<file path="config.mk">
export PLATFORM = sky130hd
export DESIGN_NAME = fetch_top
export DESIGN_NICKNAME = d
export VERILOG_FILES = /design/src/source/fetch_pkg.sv /design/src/source/iq_ifs.sv /design/src/source/fetch_unit.sv /design/src/source/instruction_queue.sv /design/src/source/rv32_decode.sv /design/src/source/fetch_top.sv
export SDC_FILE = /design/constraint.sdc
export NUM_CORES = 1
export LEC_CHECK = 0
export ABC_AREA = 1
export BUFFER_PORTS_ARGS = -buffer_cell sky130_fd_sc_hd__buf_2
export CAP_MARGIN = 40
export CORE_UTILIZATION = 23
export CTS_CLUSTER_SIZE = 24
export DETAILED_ROUTE_END_ITERATION = 7
export PLACE_DENSITY_LB_ADDON = 0.3
export SKIP_LAST_GASP = 1
export SLEW_MARGIN = 15
export SYNTH_ARGS = -nofsm -noshare
export SYNTH_HDL_FRONTEND = slang
export SYNTH_SLANG_ARGS = --single-unit
</file>
<file path="constraint.sdc">
create_clock -name clk -period 17.3 [get_ports clk]
set_clock_uncertainty 0.1 [all_clocks]
set_input_delay 1.73 -clock clk [delete_from_list [all_inputs] [get_ports clk]]
set_output_delay 1.73 -clock clk [all_outputs]
set_load 0.005 [all_outputs]
</file>
<file path="src/source/fetch_pkg.sv">
package fetch_pkg;

  // datapath and sequencing widths
  localparam int XLEN    = 32;
  localparam int ORDER_W = 64;

  // queue geometry
  localparam int IQ_DEPTH_LOG2 = 3;
  localparam int IQ_DEPTH      = 2 ** IQ_DEPTH_LOG2;

  // first fetch address out of reset
  localparam logic [XLEN-1:0] RESET_PC = 32'h0000_1000;

  // major opcodes of the base integer set
  typedef enum logic [6:0] {
    LUI    = 7'b0110111,
    AUIPC  = 7'b0010111,
    JAL    = 7'b1101111,
    JALR   = 7'b1100111,
    BRANCH = 7'b1100011,
    LOAD   = 7'b0000011,
    STORE  = 7'b0100011,
    OP_IMM = 7'b0010011,
    OP     = 7'b0110011,
    SYSTEM = 7'b1110011
  } rv_opcode_e;

  // one queue slot, pc side written at reservation and instr side at fill
  typedef struct packed {
    logic [XLEN-1:0]    pc;
    logic [XLEN-1:0]    pc_next;
    logic [ORDER_W-1:0] order;
    logic [XLEN-1:0]    instr;
    logic               fault;
  } iq_entry_t;

endpackage : fetch_pkg

</file>
<file path="src/source/iq_ifs.sv">
`timescale 1ns/100ps

// slot reservation from fetch into the queue
interface iq_alloc_if;
  import fetch_pkg::*;

  logic               alloc_valid;
  logic [XLEN-1:0]    alloc_pc;
  logic [XLEN-1:0]    alloc_pc_next;
  logic [ORDER_W-1:0] alloc_order;
  logic               full;

  modport producer (output alloc_valid, alloc_pc, alloc_pc_next, alloc_order, input full);
  modport buffer (input alloc_valid, alloc_pc, alloc_pc_next, alloc_order, output full);

endinterface : iq_alloc_if

// oldest complete entry toward decode
interface iq_issue_if;
  import fetch_pkg::*;

  logic      valid;
  iq_entry_t entry;
  logic      ready;

  modport buffer (output valid, entry, input ready);
  modport consumer (input valid, entry, output ready);

endinterface : iq_issue_if

</file>
<file path="src/source/fetch_unit.sv">
`timescale 1ns/100ps

module fetch_unit (
  input  logic                       clk,
  input  logic                       arst_n,
  input  logic                       flush,
  input  logic [fetch_pkg::XLEN-1:0] flush_pc,
  output logic [fetch_pkg::XLEN-1:0] imem_araddr,
  output logic                       imem_arvalid,
  input  logic                       imem_arready,
  input  logic [fetch_pkg::XLEN-1:0] imem_rdata,
  input  logic [1:0]                 imem_rresp,
  input  logic                       imem_rvalid,
  output logic                       imem_rready,
  iq_alloc_if.producer               alloc,
  output logic                       fill_valid,
  output logic [fetch_pkg::XLEN-1:0] fill_instr,
  output logic                       fill_fault
);
  import fetch_pkg::*;

  logic [XLEN-1:0]          pc;
  logic [XLEN-1:0]          redirect_pc;
  logic                     redirect_pend;
  logic [ORDER_W-1:0]       order;
  logic [IQ_DEPTH_LOG2+1:0] out_cnt;
  logic [IQ_DEPTH_LOG2+1:0] out_next;
  logic [IQ_DEPTH_LOG2+1:0] drop_cnt;
  logic                     run;
  logic                     ar_hs;
  logic                     ar_stall;
  logic                     r_hs;

  // request only while a slot is free; neither term can fall before the handshake
  assign imem_arvalid = run && !alloc.full && (out_cnt != '1);
  assign imem_araddr  = pc;
  assign imem_rready  = 1'b1;

  assign ar_hs    = imem_arvalid && imem_arready;
  assign ar_stall = imem_arvalid && !imem_arready;
  assign r_hs     = imem_rvalid && imem_rready;

  // an address accepted after a redirect belongs to the old stream, no slot for it
  assign alloc.alloc_valid   = ar_hs && !redirect_pend;
  assign alloc.alloc_pc      = pc;
  assign alloc.alloc_pc_next = pc + XLEN'(4);
  assign alloc.alloc_order   = order;

  assign fill_valid = r_hs && (drop_cnt == '0);
  assign fill_instr = imem_rdata;
  assign fill_fault = (imem_rresp != 2'b00);

  // reads in flight after this edge
  always_comb begin
    out_next = out_cnt;
    if (ar_hs) begin
      out_next = out_next + 1'b1;
    end
    if (r_hs) begin
      out_next = out_next - 1'b1;
    end
  end

  always_ff @(posedge clk or negedge arst_n) begin
    if (!arst_n) begin
      run           <= 1'b0;
      pc            <= RESET_PC;
      order         <= '0;
      out_cnt       <= '0;
      drop_cnt      <= '0;
      redirect_pend <= 1'b0;
    end else begin
      run     <= 1'b1;
      out_cnt <= out_next;
      if (alloc.alloc_valid) begin
        order <= order + 1'b1;
      end
      if (flush) begin
        // everything still out, a stalled address included, comes back as garbage
        drop_cnt      <= ar_stall ? out_next + 1'b1 : out_next;
        redirect_pend <= ar_stall;
        if (!ar_stall) begin
          pc <= flush_pc;
        end
      end else begin
        if (r_hs && (drop_cnt != '0)) begin
          drop_cnt <= drop_cnt - 1'b1;
        end
        if (ar_hs) begin
          redirect_pend <= 1'b0;
          pc            <= redirect_pend ? redirect_pc : pc + XLEN'(4);
        end
      end
    end
  end

  // target kept until the stalled address is accepted
  always_ff @(posedge clk) begin
    if (flush && ar_stall) begin
      redirect_pc <= flush_pc;
    end
  end

  a_ar_hold: assert property (@(posedge clk) disable iff (!arst_n)
    imem_arvalid && !imem_arready |=> imem_arvalid && $stable(imem_araddr));

  a_no_stray_resp: assert property (@(posedge clk) disable iff (!arst_n)
    imem_rvalid |-> out_cnt != '0);

endmodule : fetch_unit

</file>
<file path="src/source/instruction_queue.sv">
`timescale 1ns/100ps

module instruction_queue (
  input  logic                       clk,
  input  logic                       arst_n,
  input  logic                       flush,
  iq_alloc_if.buffer                 alloc,
  input  logic                       fill_valid,
  input  logic [fetch_pkg::XLEN-1:0] fill_instr,
  input  logic                       fill_fault,
  iq_issue_if.buffer                 issue
);
  import fetch_pkg::*;

  iq_entry_t                slots [IQ_DEPTH];
  logic [IQ_DEPTH-1:0]      reserved;
  logic [IQ_DEPTH-1:0]      filled;
  logic [IQ_DEPTH_LOG2-1:0] res_head;
  logic [IQ_DEPTH_LOG2-1:0] fill_head;
  logic [IQ_DEPTH_LOG2-1:0] tail;
  logic                     pop;

  // the next slot to reserve still holds an older entry
  assign alloc.full = reserved[res_head];

  assign issue.valid = filled[tail];
  assign issue.entry = slots[tail];
  assign pop         = issue.valid && issue.ready;

  // reserve, fill and pop never touch the same slot in one cycle
  always_ff @(posedge clk or negedge arst_n) begin
    if (!arst_n) begin
      reserved  <= '0;
      filled    <= '0;
      res_head  <= '0;
      fill_head <= '0;
      tail      <= '0;
    end else if (flush) begin
      reserved  <= '0;
      filled    <= '0;
      res_head  <= '0;
      fill_head <= '0;
      tail      <= '0;
    end else begin
      if (alloc.alloc_valid) begin
        reserved[res_head] <= 1'b1;
        res_head           <= res_head + 1'b1;
      end
      if (fill_valid) begin
        filled[fill_head] <= 1'b1;
        fill_head         <= fill_head + 1'b1;
      end
      if (pop) begin
        reserved[tail] <= 1'b0;
        filled[tail]   <= 1'b0;
        tail           <= tail + 1'b1;
      end
    end
  end

  // slot payload
  always_ff @(posedge clk) begin
    if (alloc.alloc_valid) begin
      slots[res_head].pc      <= alloc.alloc_pc;
      slots[res_head].pc_next <= alloc.alloc_pc_next;
      slots[res_head].order   <= alloc.alloc_order;
    end
    if (fill_valid) begin
      slots[fill_head].instr <= fill_instr;
      slots[fill_head].fault <= fill_fault;
    end
  end

  // responses come back in address order, so the fill slot must be waiting
  a_fill_has_slot: assert property (@(posedge clk) disable iff (!arst_n)
    fill_valid |-> reserved[fill_head] && !filled[fill_head]);

  a_no_alloc_full: assert property (@(posedge clk) disable iff (!arst_n)
    alloc.alloc_valid |-> !alloc.full);

endmodule : instruction_queue

</file>
<file path="src/source/rv32_decode.sv">
`timescale 1ns/100ps

module rv32_decode (
  input  logic                          clk,
  input  logic                          arst_n,
  input  logic                          flush,
  iq_issue_if.consumer                  issue,
  output logic                          issue_valid,
  input  logic                          issue_ready,
  output logic [fetch_pkg::XLEN-1:0]    issue_pc,
  output logic [fetch_pkg::XLEN-1:0]    issue_pc_next,
  output logic [fetch_pkg::ORDER_W-1:0] issue_order,
  output logic [fetch_pkg::XLEN-1:0]    issue_instr,
  output logic                          issue_fault,
  output fetch_pkg::rv_opcode_e         issue_opcode,
  output logic [2:0]                    issue_funct3,
  output logic [6:0]                    issue_funct7,
  output logic [fetch_pkg::XLEN-1:0]    issue_imm,
  output logic [4:0]                    issue_rs1,
  output logic [4:0]                    issue_rs2,
  output logic [4:0]                    issue_rd
);
  import fetch_pkg::*;

  iq_entry_t       entry_q;
  logic [XLEN-1:0] instr;
  logic [XLEN-1:0] imm;
  rv_opcode_e      opcode;
  logic            take;

  // accept when empty or when the current word leaves this cycle
  assign issue.ready = !issue_valid || issue_ready;
  assign take        = issue.valid && issue.ready;

  assign instr  = issue.entry.instr;
  assign opcode = rv_opcode_e'(instr[6:0]);

  // immediate format follows the opcode
  always_comb begin
    case (opcode)
      LOAD, OP_IMM, JALR, SYSTEM:
        imm = {{20{instr[31]}}, instr[31:20]};
      STORE:
        imm = {{20{instr[31]}}, instr[31:25], instr[11:7]};
      BRANCH:
        imm = {{19{instr[31]}}, instr[31], instr[7], instr[30:25], instr[11:8], 1'b0};
      LUI, AUIPC:
        imm = {instr[31:12], 12'h000};
      JAL:
        imm = {{11{instr[31]}}, instr[31], instr[19:12], instr[20], instr[30:21], 1'b0};
      default:
        imm = '0;
    endcase
  end

  always_ff @(posedge clk or negedge arst_n) begin
    if (!arst_n) begin
      issue_valid <= 1'b0;
    end else if (flush) begin
      issue_valid <= 1'b0;
    end else if (take) begin
      issue_valid <= 1'b1;
    end else if (issue_ready) begin
      issue_valid <= 1'b0;
    end
  end

  // fields are split once, at capture
  always_ff @(posedge clk) begin
    if (take) begin
      entry_q      <= issue.entry;
      issue_opcode <= opcode;
      issue_funct3 <= instr[14:12];
      issue_funct7 <= instr[31:25];
      issue_rs1    <= instr[19:15];
      issue_rs2    <= instr[24:20];
      issue_rd     <= instr[11:7];
      issue_imm    <= imm;
    end
  end

  assign issue_pc      = entry_q.pc;
  assign issue_pc_next = entry_q.pc_next;
  assign issue_order   = entry_q.order;
  assign issue_instr   = entry_q.instr;
  assign issue_fault   = entry_q.fault;

  a_issue_hold: assert property (@(posedge clk) disable iff (!arst_n)
    issue_valid && !issue_ready && !flush |=>
      issue_valid && $stable(entry_q) && $stable(issue_imm) && $stable(issue_opcode));

endmodule : rv32_decode

</file>
<file path="src/source/fetch_top.sv">
`timescale 1ns/100ps

module fetch_top (
  input  logic                          clk,
  input  logic                          arst_n,
  input  logic                          flush,
  input  logic [fetch_pkg::XLEN-1:0]    flush_pc,
  // instruction memory, AXI4-Lite read
  output logic [fetch_pkg::XLEN-1:0]    imem_araddr,
  output logic                          imem_arvalid,
  input  logic                          imem_arready,
  input  logic [fetch_pkg::XLEN-1:0]    imem_rdata,
  input  logic [1:0]                    imem_rresp,
  input  logic                          imem_rvalid,
  output logic                          imem_rready,
  // decoded instruction out
  output logic                          issue_valid,
  input  logic                          issue_ready,
  output logic [fetch_pkg::XLEN-1:0]    issue_pc,
  output logic [fetch_pkg::XLEN-1:0]    issue_pc_next,
  output logic [fetch_pkg::ORDER_W-1:0] issue_order,
  output logic [fetch_pkg::XLEN-1:0]    issue_instr,
  output logic                          issue_fault,
  output fetch_pkg::rv_opcode_e         issue_opcode,
  output logic [2:0]                    issue_funct3,
  output logic [6:0]                    issue_funct7,
  output logic [fetch_pkg::XLEN-1:0]    issue_imm,
  output logic [4:0]                    issue_rs1,
  output logic [4:0]                    issue_rs2,
  output logic [4:0]                    issue_rd
);
  import fetch_pkg::*;

  logic            fill_valid;
  logic [XLEN-1:0] fill_instr;
  logic            fill_fault;

  iq_alloc_if alloc_if ();
  iq_issue_if issue_if ();

  fetch_unit u_fetch (
    .clk          (clk),
    .arst_n       (arst_n),
    .flush        (flush),
    .flush_pc     (flush_pc),
    .imem_araddr  (imem_araddr),
    .imem_arvalid (imem_arvalid),
    .imem_arready (imem_arready),
    .imem_rdata   (imem_rdata),
    .imem_rresp   (imem_rresp),
    .imem_rvalid  (imem_rvalid),
    .imem_rready  (imem_rready),
    .alloc        (alloc_if.producer),
    .fill_valid   (fill_valid),
    .fill_instr   (fill_instr),
    .fill_fault   (fill_fault)
  );

  instruction_queue u_iq (
    .clk        (clk),
    .arst_n     (arst_n),
    .flush      (flush),
    .alloc      (alloc_if.buffer),
    .fill_valid (fill_valid),
    .fill_instr (fill_instr),
    .fill_fault (fill_fault),
    .issue      (issue_if.buffer)
  );

  rv32_decode u_dec (
    .clk           (clk),
    .arst_n        (arst_n),
    .flush         (flush),
    .issue         (issue_if.consumer),
    .issue_valid   (issue_valid),
    .issue_ready   (issue_ready),
    .issue_pc      (issue_pc),
    .issue_pc_next (issue_pc_next),
    .issue_order   (issue_order),
    .issue_instr   (issue_instr),
    .issue_fault   (issue_fault),
    .issue_opcode  (issue_opcode),
    .issue_funct3  (issue_funct3),
    .issue_funct7  (issue_funct7),
    .issue_imm     (issue_imm),
    .issue_rs1     (issue_rs1),
    .issue_rs2     (issue_rs2),
    .issue_rd      (issue_rd)
  );

endmodule : fetch_top

</file>
==> results.json <==
{
  "drc": 0,
  "synth_simple_gate_area_share_pct": 9.12,
  "multi_input_area_sq_um": 11400,
  "cts_tree": "built",
  "setup_viol": 0,
  "cts-resized-gates": 0,
  "cpPeakStageDelay_ns": 0.70,
  "core-area_sq_um": 265000,
  "synthAdderAreaFrac_pct": 0.204,
  "synth_compound_area_share_pct": 7.64,
  "leakage_uw": 0.0243,
  "cp.arrival_ns": 5.24,
  "cp_max_fo": 37,
  "synthCells": 4041,
  "synth_area_sq_um": 61200,
  "num_vias": 35230,
  "cts_buffers": 170,
  "synth_flop_cell": "edfxtp_1",
  "maxSlewViolCount": 0,
  "crit_type": "reg -> reg",
  "h-tree-depth": 4,
  "antenna_found_initial": 20,
  "rsz0062_at_grt": "no",
  "grtUsageTotal_pct": 12.9,
  "cp-end-kind": "flip-flop",
  "dieHeight_um": 518,
  "min_path_type": "reg -> reg",
  "die_area_sq_um": 268000,
  "grt_pass1_wl_um": 255000,
  "first_iter_violations": 2697,
  "ant_nets": 0,
  "fin_setup_tns_ns": 0,
  "rows": 189,
  "nNetsFinal": 4508,
  "async_flop_share_pct": 8.23,
  "ys_types": 49,
  "cp_top_family": "buffers and inverters",
  "status": "complete, no violations",
  "final_common_cell": "edfxtp_1",
  "crit_slowest_cell": "buf_4",
  "drtPass1Iterations": 5,
  "io_buffers": 330,
  "hold_buffers": 0,
  "ys_warn_count": 0,
  "synth_top_area_cell": "edfxtp_1",
  "peakVddDrop_mv": 0.0807,
  "cellPowerDensity_nw_per_um2": 125,
  "drv_cap": 0,
  "max_freq_ghz": 0.205,
  "cp_num_buf_inv": 5,
  "tightest_slew_ns": 1.08,
  "yosysTopAreaCellShare_pct": 73.3,
  "worstSetupStartpointType": "flip-flop",
  "routed_wl_um": 178000,
  "finalCriticalPeriod_ns": 4.89,
  "clock-sinks": 1629,
  "synth_area_per_cell_sq_um": 15.2,
  "fill_cells": 26881,
  "required_ns": 17.65,
  "muxShareOfSynthArea_pct": 0,
  "routed_via_density": 4.35,
  "die_w_um": 518,
  "start_util_pct": 23.1,
  "dp.final_hpwl_um": 105000,
  "clk_latency_ns": 0.84,
  "gp_congestion": 0.847,
  "regArea_sq_um": 48200,
  "synthXorXnorAreaFrac_pct": 1.32,
  "hold_viol": 0,
  "synth_top_family_by_area": "simple AND/OR/NAND/NOR gates",
  "cts.path.max_buffers": 3,
  "ys_seq_area_share_pct": 78.8,
  "synth_area_leaders": "edfxtp_1 (73%), dfrtp_1 (5.4%), nand2_1 (4.2%)",
  "max_slew_margin_pct": 27.9,
  "grt_pass1_vias": 34589,
  "drive_gt1_share_pct": 16.0,
  "grt_max_degree": 143,
  "post_cts_buffers": 0,
  "synth-seq-cells": 1629,
  "clkSlewWorstSetupHoldPaths_ns": 0.06,
  "synth-edff-count": 1495,
  "synthToLayoutAreaGrowth_pct": 18.9,
  "power_uw": 9090,
  "min_period_over_period_pct": 28.3,
  "wl_per_cell_um": 22.0,
  "worstPathCellList": "ha_1, nand2_1, nor2_1, ha_1, nor2_1, nand2_1, nor2_2, nand3_4, nor2_4, buf_4, inv_1, nor2_1, inv_1, nor2_4, buf_4, buf_4",
  "ios": 332,
  "cts_root_buf": "clkbuf_16",
  "layout_common_cells": "edfxtp_1 (1495), nand2_1 (693), buf_2 (329)",
  "grt.overflow.total": 0
}
[where the power goes]
group | internal [uW] | leakage [uW] | switching (uW)
clock network | 1980 | 0.00262 | 1560
registers | 4610 | 0.0153 | 238
logic | 212 | 0.00634 | 493
[path summary, 6_finish.rpt]
kind | start | endpoint | slack [ns] | depth (start not counted)
hold / removal | u_iq.reserved[7] | u_iq.reserved[7] | 0.42 | 2
setup / recovery | u_fetch.out_cnt[0] | u_iq.slots[1][65] | 12.41 | 16
min in group asynchronous | arst_n | u_fetch.alloc.alloc_order[22] | 0.81 | 1
setup reg to reg | u_fetch.out_cnt[0] | u_iq.slots[1][65] | 12.41 | 16
max in group asynchronous | arst_n | u_fetch.drop_cnt[2] | 15.13 | 3
hold reg to reg | u_iq.reserved[7] | u_iq.reserved[7] | 0.42 | 2
[registers in the layout (all words and copies together) (netlist names), 5 cells and up]
register / flops
u_dec.issue_instr: 25
u_dec.issue_funct7: 7
u_fetch.out_cnt: 5
u_dec.issue_pc_next: 32
u_dec.issue_imm: 32
u_dec.issue_order: 64
u_iq.slots: 1272
u_dec.issue_pc: 30
u_fetch.drop_cnt: 5
u_fetch.redirect_pc: 32
u_iq.reserved: 8
u_fetch.alloc.alloc_order: 64
u_iq.filled: 8
u_fetch.alloc.alloc_pc: 32
[metal layers]
metal  part of all wire, %  GRT usage, %  vias to the layer above
met5                 0.054             0                        -
met4                   2.2          3.59                       16
met3                   5.1          2.30                      229
met2                    48          21.2                      935
met1                    45          17.5                    18062
li1                      -             -                    15988
[tightest hold or removal path, stage by stage, from the launching register on]
cell and delay [ns]:
dfrtp_1 0.34, nor2_1 0.05, nor2_1 0.09
[layout make-up]
type                            count  area share (%)
Sequential cell                  1629            66.3
Clock inverter                     76            1.04
Clock buffer                      234            6.33
Multi-Input combinational cell   1991            15.6
Tap cell                         3533            6.07
Inverter                          221            1.18
Timing Repair Buffer              413            3.50
Antenna cell                        4          0.0137
[synth_stat cells (all sizes together), types with 3 or more instances]
| library cell | instances |
|---|---|
| nor2 | 213 |
| xnor2 | 27 |
| nand3 | 84 |
| nand2 | 696 |
| a22oi | 209 |
| xor2 | 65 |
| o21ai | 86 |
| inv | 220 |
| nor3 | 56 |
| a221oi | 111 |
| buf | 90 |
| edfxtp | 1495 |
| and3 | 3 |
| clkbuf | 111 |
| nand4 | 171 |
| ha | 10 |
| nand3b | 3 |
| a211oi | 11 |
| dfrtp | 133 |
| a41oi | 14 |
| a21oi | 91 |
| a22o | 113 |
| nor4 | 18 |
[kinds of logic (layout without fill, tap and decap cells)]
group,after synthesis,count (layout)
DFF,1629,1629
other,1,6
buffers and inverters,422,944
xor gates and xnor gates,92,92
AOI/OAI and AO/OA,640,640
adders and majority gates,10,10
and+or+nand+nor,1247,1247
[per-stage QoR]
stage,instances,setup WS [ns],instance area (sq um),hold WS [ns],utilization (%)
6_report,8101,12.41,72800,0.419,27.5
5_1_grt,8097,12.06,72800,0.443,27.5
4_1_cts,8093,12.30,72700,0.420,27.5
3_5_place_dp,7783,11.82,67400,0.406,25.4
3_3_place_gp,7763,11.56,67000,0.395,25.3
2_1_floorplan,4042,8.99,61200,0.381,-
Power figures use the tool's default switching activity.
